===== src/include/alert_settings.svh =====
// Build-time sizes of the sensor alert monitor, included by the package, RTL and testbench
`ifndef ALERT_SETTINGS_SVH
`define ALERT_SETTINGS_SVH

// Number of monitored channels, a power of two from 2 to 8
`define ALERT_NUM_CH 4

// Sample and threshold width, shared with the Wishbone data bus
`define ALERT_DATA_W 16

// Channel number width, log2 of the channel count
`define ALERT_CH_W 2

// Wishbone word address: channel in the upper bits, threshold index in the low two
`define ALERT_ADDR_W (`ALERT_CH_W + 2)

`endif


===== src/source/alert_pkg.sv =====
// Types shared by the sensor alert monitor blocks, imported by each module that needs them
`default_nettype none
`include "alert_settings.svh"

package alert_pkg;

    typedef logic [`ALERT_DATA_W-1:0] sample_t;
    typedef logic [`ALERT_CH_W-1:0]   chan_t;
    typedef logic [1:0]               level_t;
    typedef logic [`ALERT_ADDR_W-1:0] reg_addr_t;

    // Alert level codes, ordered so that a larger value is more severe
    localparam level_t LVL_NORMAL   = 2'd0;
    localparam level_t LVL_WARNING  = 2'd1;
    localparam level_t LVL_CRITICAL = 2'd2;

    // Threshold index within a channel, the low two address bits
    typedef enum logic [1:0] {
        THR_WARN_LOW  = 2'd0,
        THR_WARN_HIGH = 2'd1,
        THR_CRIT_LOW  = 2'd2,
        THR_CRIT_HIGH = 2'd3
    } thr_sel_e;

    typedef enum logic {
        WB_IDLE = 1'b0,
        WB_ACK  = 1'b1
    } wb_state_e;

endpackage

`default_nettype wire


===== src/source/alert_collector.sv =====
// Merges the detector outputs into one result stream and tracks per-channel and worst levels
`timescale 1ns/1ns
`default_nettype none
`include "alert_settings.svh"

module alert_collector
    import alert_pkg::*;
(
    input  logic                         clk,
    input  logic                         rst,
    input  logic [`ALERT_NUM_CH-1:0]     det_valid,
    input  level_t [`ALERT_NUM_CH-1:0]   det_level,
    output logic                         result_valid,
    output chan_t                        result_channel,
    output level_t                       result_level,
    output level_t [`ALERT_NUM_CH-1:0]   alert_levels,
    output level_t                       worst_level
);

    logic                       any_valid;
    chan_t                      src_ch;
    level_t [`ALERT_NUM_CH-1:0] levels_next;
    level_t                     worst_next;

    assign any_valid = |det_valid;

    // Detectors share one latency, so at most one bit is set
    always_comb begin
        src_ch = '0;
        for (int i = 0; i < `ALERT_NUM_CH; i++) begin
            if (det_valid[i]) begin
                src_ch = chan_t'(i);
            end
        end
    end

    // Level table after this cycle's update, and its maximum
    always_comb begin
        levels_next = alert_levels;
        if (any_valid) begin
            levels_next[src_ch] = det_level[src_ch];
        end
        worst_next = LVL_NORMAL;
        for (int i = 0; i < `ALERT_NUM_CH; i++) begin
            if (levels_next[i] > worst_next) begin
                worst_next = levels_next[i];
            end
        end
    end

    always_ff @(posedge clk or posedge rst) begin
        if (rst) begin
            result_valid <= 1'b0;
            alert_levels <= {`ALERT_NUM_CH{LVL_NORMAL}};
            worst_level  <= LVL_NORMAL;
        end else begin
            result_valid <= any_valid;
            alert_levels <= levels_next;
            worst_level  <= worst_next;
        end
    end

    // Result payload
    always_ff @(posedge clk) begin
        if (any_valid) begin
            result_channel <= src_ch;
            result_level   <= det_level[src_ch];
        end
    end

endmodule

`default_nettype wire


===== src/source/range_detector.sv =====
// Four-stage pipeline that classifies one channel's samples as normal, warning or critical
`timescale 1ns/1ns
`default_nettype none
`include "alert_settings.svh"

module range_detector
    import alert_pkg::*;
(
    input  logic    clk,
    input  logic    rst,
    input  logic    in_valid,
    input  sample_t in_data,
    input  sample_t warning_low,
    input  sample_t warning_high,
    input  sample_t critical_low,
    input  sample_t critical_high,
    output logic    out_valid,
    output level_t  out_level
);

    // Stage 1 sample and the thresholds in force when it entered
    logic    s1_valid;
    sample_t s1_data;
    sample_t s1_warn_lo;
    sample_t s1_warn_hi;
    sample_t s1_crit_lo;
    sample_t s1_crit_hi;

    // Stage 2 window compare flags
    logic s2_valid;
    logic s2_below_crit;
    logic s2_above_crit;
    logic s2_below_warn;
    logic s2_above_warn;

    // Stage 3 classification
    logic s3_valid;
    logic s3_crit;
    logic s3_warn;

    // Valid bits of all stages
    always_ff @(posedge clk or posedge rst) begin
        if (rst) begin
            s1_valid  <= 1'b0;
            s2_valid  <= 1'b0;
            s3_valid  <= 1'b0;
            out_valid <= 1'b0;
        end else begin
            s1_valid  <= in_valid;
            s2_valid  <= s1_valid;
            s3_valid  <= s2_valid;
            out_valid <= s3_valid;
        end
    end

    // Input register
    always_ff @(posedge clk) begin
        if (in_valid) begin
            s1_data    <= in_data;
            s1_warn_lo <= warning_low;
            s1_warn_hi <= warning_high;
            s1_crit_lo <= critical_low;
            s1_crit_hi <= critical_high;
        end
    end

    // Compare, a value equal to a threshold is inside the window
    always_ff @(posedge clk) begin
        if (s1_valid) begin
            s2_below_crit <= (s1_data < s1_crit_lo);
            s2_above_crit <= (s1_data > s1_crit_hi);
            s2_below_warn <= (s1_data < s1_warn_lo);
            s2_above_warn <= (s1_data > s1_warn_hi);
        end
    end

    // Classify, critical wins over warning
    always_ff @(posedge clk) begin
        if (s2_valid) begin
            s3_crit <= s2_below_crit || s2_above_crit;
            s3_warn <= !(s2_below_crit || s2_above_crit) && (s2_below_warn || s2_above_warn);
        end
    end

    // Output register
    always_ff @(posedge clk) begin
        if (s3_valid) begin
            out_level <= s3_crit ? LVL_CRITICAL : (s3_warn ? LVL_WARNING : LVL_NORMAL);
        end
    end

endmodule

`default_nettype wire


===== src/source/sample_router.sv =====
// Registers each incoming sample and steers it to one channel's range detector
`timescale 1ns/1ns
`default_nettype none
`include "alert_settings.svh"

module sample_router
    import alert_pkg::*;
(
    input  logic                     clk,
    input  logic                     rst,
    input  logic                     sample_valid,
    input  chan_t                    sample_channel,
    input  sample_t                  sample_data,
    output logic [`ALERT_NUM_CH-1:0] ch_valid,
    output sample_t                  ch_data
);

    logic [`ALERT_NUM_CH-1:0] valid_dec;

    // One-hot decode of the channel, all zero when no sample arrives
    always_comb begin
        valid_dec = '0;
        if (sample_valid) begin
            valid_dec[sample_channel] = 1'b1;
        end
    end

    always_ff @(posedge clk or posedge rst) begin
        if (rst) begin
            ch_valid <= '0;
        end else begin
            ch_valid <= valid_dec;
        end
    end

    // Shared data register seen by every detector
    // only the detector with its valid set picks it up
    always_ff @(posedge clk) begin
        if (sample_valid) begin
            ch_data <= sample_data;
        end
    end

endmodule

`default_nettype wire


===== src/source/sensor_alert_top.sv =====
// Top level of the sensor alert monitor, wiring registers, router, detectors and collector
`timescale 1ns/1ns
`default_nettype none
`include "alert_settings.svh"

module sensor_alert_top
    import alert_pkg::*;
(
    input  logic                       clk,
    input  logic                       rst,
    input  logic                       sample_valid,
    input  chan_t                      sample_channel,
    input  sample_t                    sample_data,
    input  logic                       wb_cyc,
    input  logic                       wb_stb,
    input  logic                       wb_we,
    input  reg_addr_t                  wb_adr,
    input  sample_t                    wb_dat_w,
    output sample_t                    wb_dat_r,
    output logic                       wb_ack,
    output logic                       result_valid,
    output chan_t                      result_channel,
    output level_t                     result_level,
    output level_t [`ALERT_NUM_CH-1:0] alert_levels,
    output level_t                     worst_level
);

    sample_t [`ALERT_NUM_CH-1:0] warning_low;
    sample_t [`ALERT_NUM_CH-1:0] warning_high;
    sample_t [`ALERT_NUM_CH-1:0] critical_low;
    sample_t [`ALERT_NUM_CH-1:0] critical_high;
    logic    [`ALERT_NUM_CH-1:0] ch_valid;
    sample_t                     ch_data;
    logic    [`ALERT_NUM_CH-1:0] det_valid;
    level_t  [`ALERT_NUM_CH-1:0] det_level;

    wb_threshold_regs i_regs (
        .clk           (clk),
        .rst           (rst),
        .wb_cyc        (wb_cyc),
        .wb_stb        (wb_stb),
        .wb_we         (wb_we),
        .wb_adr        (wb_adr),
        .wb_dat_w      (wb_dat_w),
        .wb_dat_r      (wb_dat_r),
        .wb_ack        (wb_ack),
        .warning_low   (warning_low),
        .warning_high  (warning_high),
        .critical_low  (critical_low),
        .critical_high (critical_high)
    );

    sample_router i_router (
        .clk            (clk),
        .rst            (rst),
        .sample_valid   (sample_valid),
        .sample_channel (sample_channel),
        .sample_data    (sample_data),
        .ch_valid       (ch_valid),
        .ch_data        (ch_data)
    );

    // One detector per channel, all fed from the shared router register
    for (genvar g = 0; g < `ALERT_NUM_CH; g++) begin : g_det
        range_detector i_det (
            .clk           (clk),
            .rst           (rst),
            .in_valid      (ch_valid[g]),
            .in_data       (ch_data),
            .warning_low   (warning_low[g]),
            .warning_high  (warning_high[g]),
            .critical_low  (critical_low[g]),
            .critical_high (critical_high[g]),
            .out_valid     (det_valid[g]),
            .out_level     (det_level[g])
        );
    end

    alert_collector i_collector (
        .clk            (clk),
        .rst            (rst),
        .det_valid      (det_valid),
        .det_level      (det_level),
        .result_valid   (result_valid),
        .result_channel (result_channel),
        .result_level   (result_level),
        .alert_levels   (alert_levels),
        .worst_level    (worst_level)
    );

endmodule

`default_nettype wire


===== src/source/wb_threshold_regs.sv =====
// Wishbone classic slave holding the four thresholds of every channel for the range detectors
`timescale 1ns/1ns
`default_nettype none
`include "alert_settings.svh"

module wb_threshold_regs
    import alert_pkg::*;
(
    input  logic                         clk,
    input  logic                         rst,
    input  logic                         wb_cyc,
    input  logic                         wb_stb,
    input  logic                         wb_we,
    input  reg_addr_t                    wb_adr,
    input  sample_t                      wb_dat_w,
    output sample_t                      wb_dat_r,
    output logic                         wb_ack,
    output sample_t [`ALERT_NUM_CH-1:0] warning_low,
    output sample_t [`ALERT_NUM_CH-1:0] warning_high,
    output sample_t [`ALERT_NUM_CH-1:0] critical_low,
    output sample_t [`ALERT_NUM_CH-1:0] critical_high
);

    wb_state_e state;
    chan_t     acc_ch;
    thr_sel_e  acc_sel;
    logic      acc_start;
    sample_t   rd_mux;

    // Address split into channel and threshold index
    assign acc_ch  = wb_adr[`ALERT_ADDR_W-1:2];
    assign acc_sel = thr_sel_e'(wb_adr[1:0]);

    // A new access starts only from idle, so ack lasts one cycle
    assign acc_start = wb_cyc && wb_stb && (state == WB_IDLE);

    always_ff @(posedge clk or posedge rst) begin
        if (rst) begin
            state <= WB_IDLE;
        end else begin
            case (state)
                WB_IDLE: begin
                    if (acc_start) begin
                        state <= WB_ACK;
                    end
                end
                WB_ACK: begin
                    state <= WB_IDLE;
                end
                default: begin
                    state <= WB_IDLE;
                end
            endcase
        end
    end

    assign wb_ack = (state == WB_ACK);

    // Threshold storage, reset to windows that let every sample through as normal
    always_ff @(posedge clk or posedge rst) begin
        if (rst) begin
            warning_low   <= '0;
            warning_high  <= '1;
            critical_low  <= '0;
            critical_high <= '1;
        end else if (acc_start && wb_we) begin
            case (acc_sel)
                THR_WARN_LOW:  warning_low[acc_ch]   <= wb_dat_w;
                THR_WARN_HIGH: warning_high[acc_ch]  <= wb_dat_w;
                THR_CRIT_LOW:  critical_low[acc_ch]  <= wb_dat_w;
                THR_CRIT_HIGH: critical_high[acc_ch] <= wb_dat_w;
                default: ;
            endcase
        end
    end

    // Read-back select
    always_comb begin
        rd_mux = warning_low[acc_ch];
        case (acc_sel)
            THR_WARN_LOW:  rd_mux = warning_low[acc_ch];
            THR_WARN_HIGH: rd_mux = warning_high[acc_ch];
            THR_CRIT_LOW:  rd_mux = critical_low[acc_ch];
            THR_CRIT_HIGH: rd_mux = critical_high[acc_ch];
            default:       rd_mux = warning_low[acc_ch];
        endcase
    end

    // Read data is captured with the edge that raises ack
    always_ff @(posedge clk) begin
        if (acc_start) begin
            wb_dat_r <= rd_mux;
        end
    end

endmodule

`default_nettype wire


===== config.mk =====
export PLATFORM = sky130hd
export DESIGN_NAME = sensor_alert_top
export DESIGN_NICKNAME = d
export VERILOG_FILES = /design/src/source/alert_pkg.sv /design/src/source/alert_collector.sv /design/src/source/range_detector.sv /design/src/source/sample_router.sv /design/src/source/sensor_alert_top.sv /design/src/source/wb_threshold_regs.sv
export VERILOG_INCLUDE_DIRS = /design/src /design/src/include
export SDC_FILE = /design/constraint.sdc
export NUM_CORES = 1
export LEC_CHECK = 0
export BUFFER_PORTS_ARGS = -buffer_cell sky130_fd_sc_hd__buf_2
export CAP_MARGIN = 20
export CORE_MARGIN = 8
export CORE_UTILIZATION = 65
export CTS_CLUSTER_DIAMETER = 30
export DETAILED_ROUTE_END_ITERATION = 8
export PLACE_DENSITY = 0.93
export SYNTH_ARGS = -nofsm -noshare
export SYNTH_HDL_FRONTEND = slang
export SYNTH_SLANG_ARGS = --single-unit

===== constraint.sdc =====
create_clock -name clk -period 13.6 [get_ports clk]
set_input_delay 2.04 -clock clk [delete_from_list [all_inputs] [get_ports clk]]
set_output_delay 2.04 -clock clk [all_outputs]
set_load 0.02 [all_outputs]

==> out/results.tsv <==
metric	value	unit
drv_cap	0	
cts_tree	built	
grt_setup_unrepaired	no	
finClkSkew	37.2	ps
ant_nets	0	
slew_viol_final	0	
start_util	65.3	%
post_cts_buffers	0	
p_per_area	167	nW/µm²
die_y	234	µm
cp_slowest_cell	nor2_2	
vias_per_cell	6.71	
crit_path_max_incr_delay	960	ps
hold_ws	418	ps
diodes	0	
preCtsSetupSlack	8740	ps
clockRootBuffer	clkbuf_16	
grt_max_degree	195	
yosysTopAreaCellShare	37.8	%
synthToLayoutAreaGrowth	16.1	%
worstReg2RegEnd	i_collector.worst_level[0]	
syn_inst	2037	
drtIter0Drc	2644	
tightest_slew	1270	ps
first_global_vias	19900	
synth.distinct_cells	50	
period_minus_slack	4400	ps
gp_congestion	0.938	
cellLeakagePower	15.5	nW
clk_latency	680	ps
nFillCells	2248	
min_from	g_det[3].i_det.s2_valid	
synth_ff_type	edfxtp_1	
core-area	47200	µm²
rows	80	
post_cts_resized	0	
tns	0	ps
grt_first_pass_wirelength	126000	µm
ys_warn_count	0	
yosysTopAreaCell	edfxtp_1	
r2r-start	g_det[1].i_det.out_valid	
dp_hpwl	52000	µm
r2r_slack	9820	ps
cp_top_family	simple AND/OR/NAND/NOR gates	
syn_nets	2338	
drive_gt1_share	34.2	%
clkSinkCount	676	
syn_area_per_cell	15.1	µm²
synth_edf_count	388	
clock.fmax	0.227	GHz
antenna_found_initial	5	
fin_ws	9200	ps
crit_fanout	55	
synth-seq-cells	676	
hold_end	g_det[3].i_det.s3_valid	
critPathKind	in2reg	
status	completed	
io_buffers	75	
drt_wl_total	85100	µm
ys_async_sr_fraction	42.6	%
drc	0	
grt.total_usage	31.4	%
cp-end-kind	flop	
start_kind	primary input	
io_pins	76	
overflow	0	
dieArea	54700	µm²
critPathBufInv	2	
die_w	234	µm
clk_transition_reported_paths	50	ps
dr.pass1.iters	5	
vias	19400	
crit_arrival	4950	ps
cp_common_cell	buf_4	
synth_area	30800	µm²
finalSetupViolCount	0	
vdd_ir_drop_max	0.124	mV
cts.htree.levels	3	
hold_class	reg2reg	
maxSlewHeadroom	15.4	%
reg2reg_depth	17	
hold_depth	0	
ys_seq_area_share	61.7	%
critical_path.cell_chain	buf_4, buf_4, nand2_1, nor2_2, mux2_2	
num-nets-final	2477	
cts_buffers	112	
period_share	32.4	%
ctsLongestPathBuffers	3	
hold_viol	0	
wl_per_cell	29.4	µm
required	14150	ps
synthTopCellsByArea	edfxtp_1 (38%), dfrtp_1 (13%), dfstp_2 (11%)	
cts_hold_buf	0	
## cells by family (layout without fill, tap and decap cells)
kind of cell | Yosys count | count (layout) | share of synthesized area [%]
buffers and inverters | 326 | 565 | 4.27
adders and majority gates | 257 | 257 | 10.4
AOI/OAI and AO/OA | 200 | 200 | 3.88
and+or+nand+nor | 229 | 229 | 4.12
muxes | 349 | 349 | 15.6
DFF | 676 | 676 | 61.7
## cell usage in the layout (no fill, tap or decap), types with 11 or more instances in the layout
master and n:
a21o_1 19, a21oi_1 104, and3_1 11, buf_2 74, clkbuf_16 117, clkinv_2 14
clkinv_4 12, clkinvlp_4 11, dfrtp_1 156, dfstp_2 128, edfxtp_1 388, ha_1 257
inv_1 268, inv_6 21, mux2_2 260, mux4_2 80, nand2_1 40, nand3_1 25
nand4_1 46, nor2_1 38, nor2b_1 28, o21ai_0 26
## where the power goes
group / switching, W / internal [W]
clock network: 0.00113 / 0.00182
registers: 0.000194 / 0.00239
logic: 0.000240 / 0.000215
## worst max path at each step
| stage | depth (start not counted) | end | from |
|---|---|---|---|
| after floorplan | 1 | g_det[0].i_det.out_valid | rst |
| after global placement | 5 | i_regs.critical_low[16] | wb_adr[2] |
| after detailed placement | 5 | i_regs.critical_low[16] | wb_adr[2] |
| after CTS | 5 | i_regs.critical_low[21] | wb_adr[2] |
| after global routing | 5 | i_regs.critical_low[21] | wb_adr[2] |
| final | 5 | i_regs.critical_low[50] | wb_adr[2] |
## metal layers
layer  track usage, %  vias up  share of wire, %
met2             48.8     1557                46
met3             9.71      304                14
li1                 -     7848                 -
met5                0        -             0.048
met4             15.7        6               5.2
met1             40.1     9676                35
## cells in the mapped netlist, drive strengths merged (11+ instances only)
cell type / instances
edfxtp: 388
inv: 269
mux2: 260
ha: 257
dfrtp: 160
dfstp: 128
a21oi: 104
mux4: 80
nor2: 48
nand4: 46
nand2: 40
buf: 36
nor2b: 28
nand3: 26
o21ai: 26
clkbuf: 21
a21o: 19
and3: 11
## worst register-to-register path, cell delays in order (launching register included)
cell and delay [ps]:
dfrtp_1 500, mux2i_1 240, nor2_1 60, a21oi_1 110
o21ai_0 150, mux2i_1 300, ha_1 300, o22ai_1 160
mux2_2 380, inv_1 60, ha_1 210, inv_1 60
o22ai_1 100, mux2i_2 170, ha_1 300, inv_1 40
o22ai_1 180, mux2_2 350
## state kept, by name (all words and copies together), names as in the netlist, 8 cells and up
name and count:
g_det.i_det.s1_data 64, i_regs.critical_high 64, g_det.i_det.s1_crit_lo 64, i_regs.wb_dat_r 16, g_det.i_det.out_level 8, i_regs.warning_low 64
i_router.ch_data 16, g_det.i_det.s1_crit_hi 64, g_det.i_det.s1_warn_hi 64, i_regs.critical_low 64, g_det.i_det.s1_warn_lo 64, i_collector.alert_levels 8
i_regs.warning_high 64
## stage by stage
stage	total power (W)	instances	util (%)	instance area, µm²
final	0.00599	2891	75.8	35800
after global routing	0.00613	2891	75.8	35800
after CTS	0.00597	2889	75.7	35800
after detailed placement	0.00301	2675	67.2	31800
after global placement	0.00297	2675	67.2	31800
after floorplan	0.00281	2037	-	30800
## area by class of cell
type | count | area (µm²) | area share, %
sequential | 676 | 19000 | 53.2
clock inverter | 87 | 996 | 2.78
timing repair buffer | 82 | 467 | 1.30
tap | 615 | 769 | 2.15
inverter | 269 | 1020 | 2.84
clock buffer | 127 | 3010 | 8.39
multi-input combinational | 1035 | 10500 | 29.4
Power figures use the tool's default switching activity.
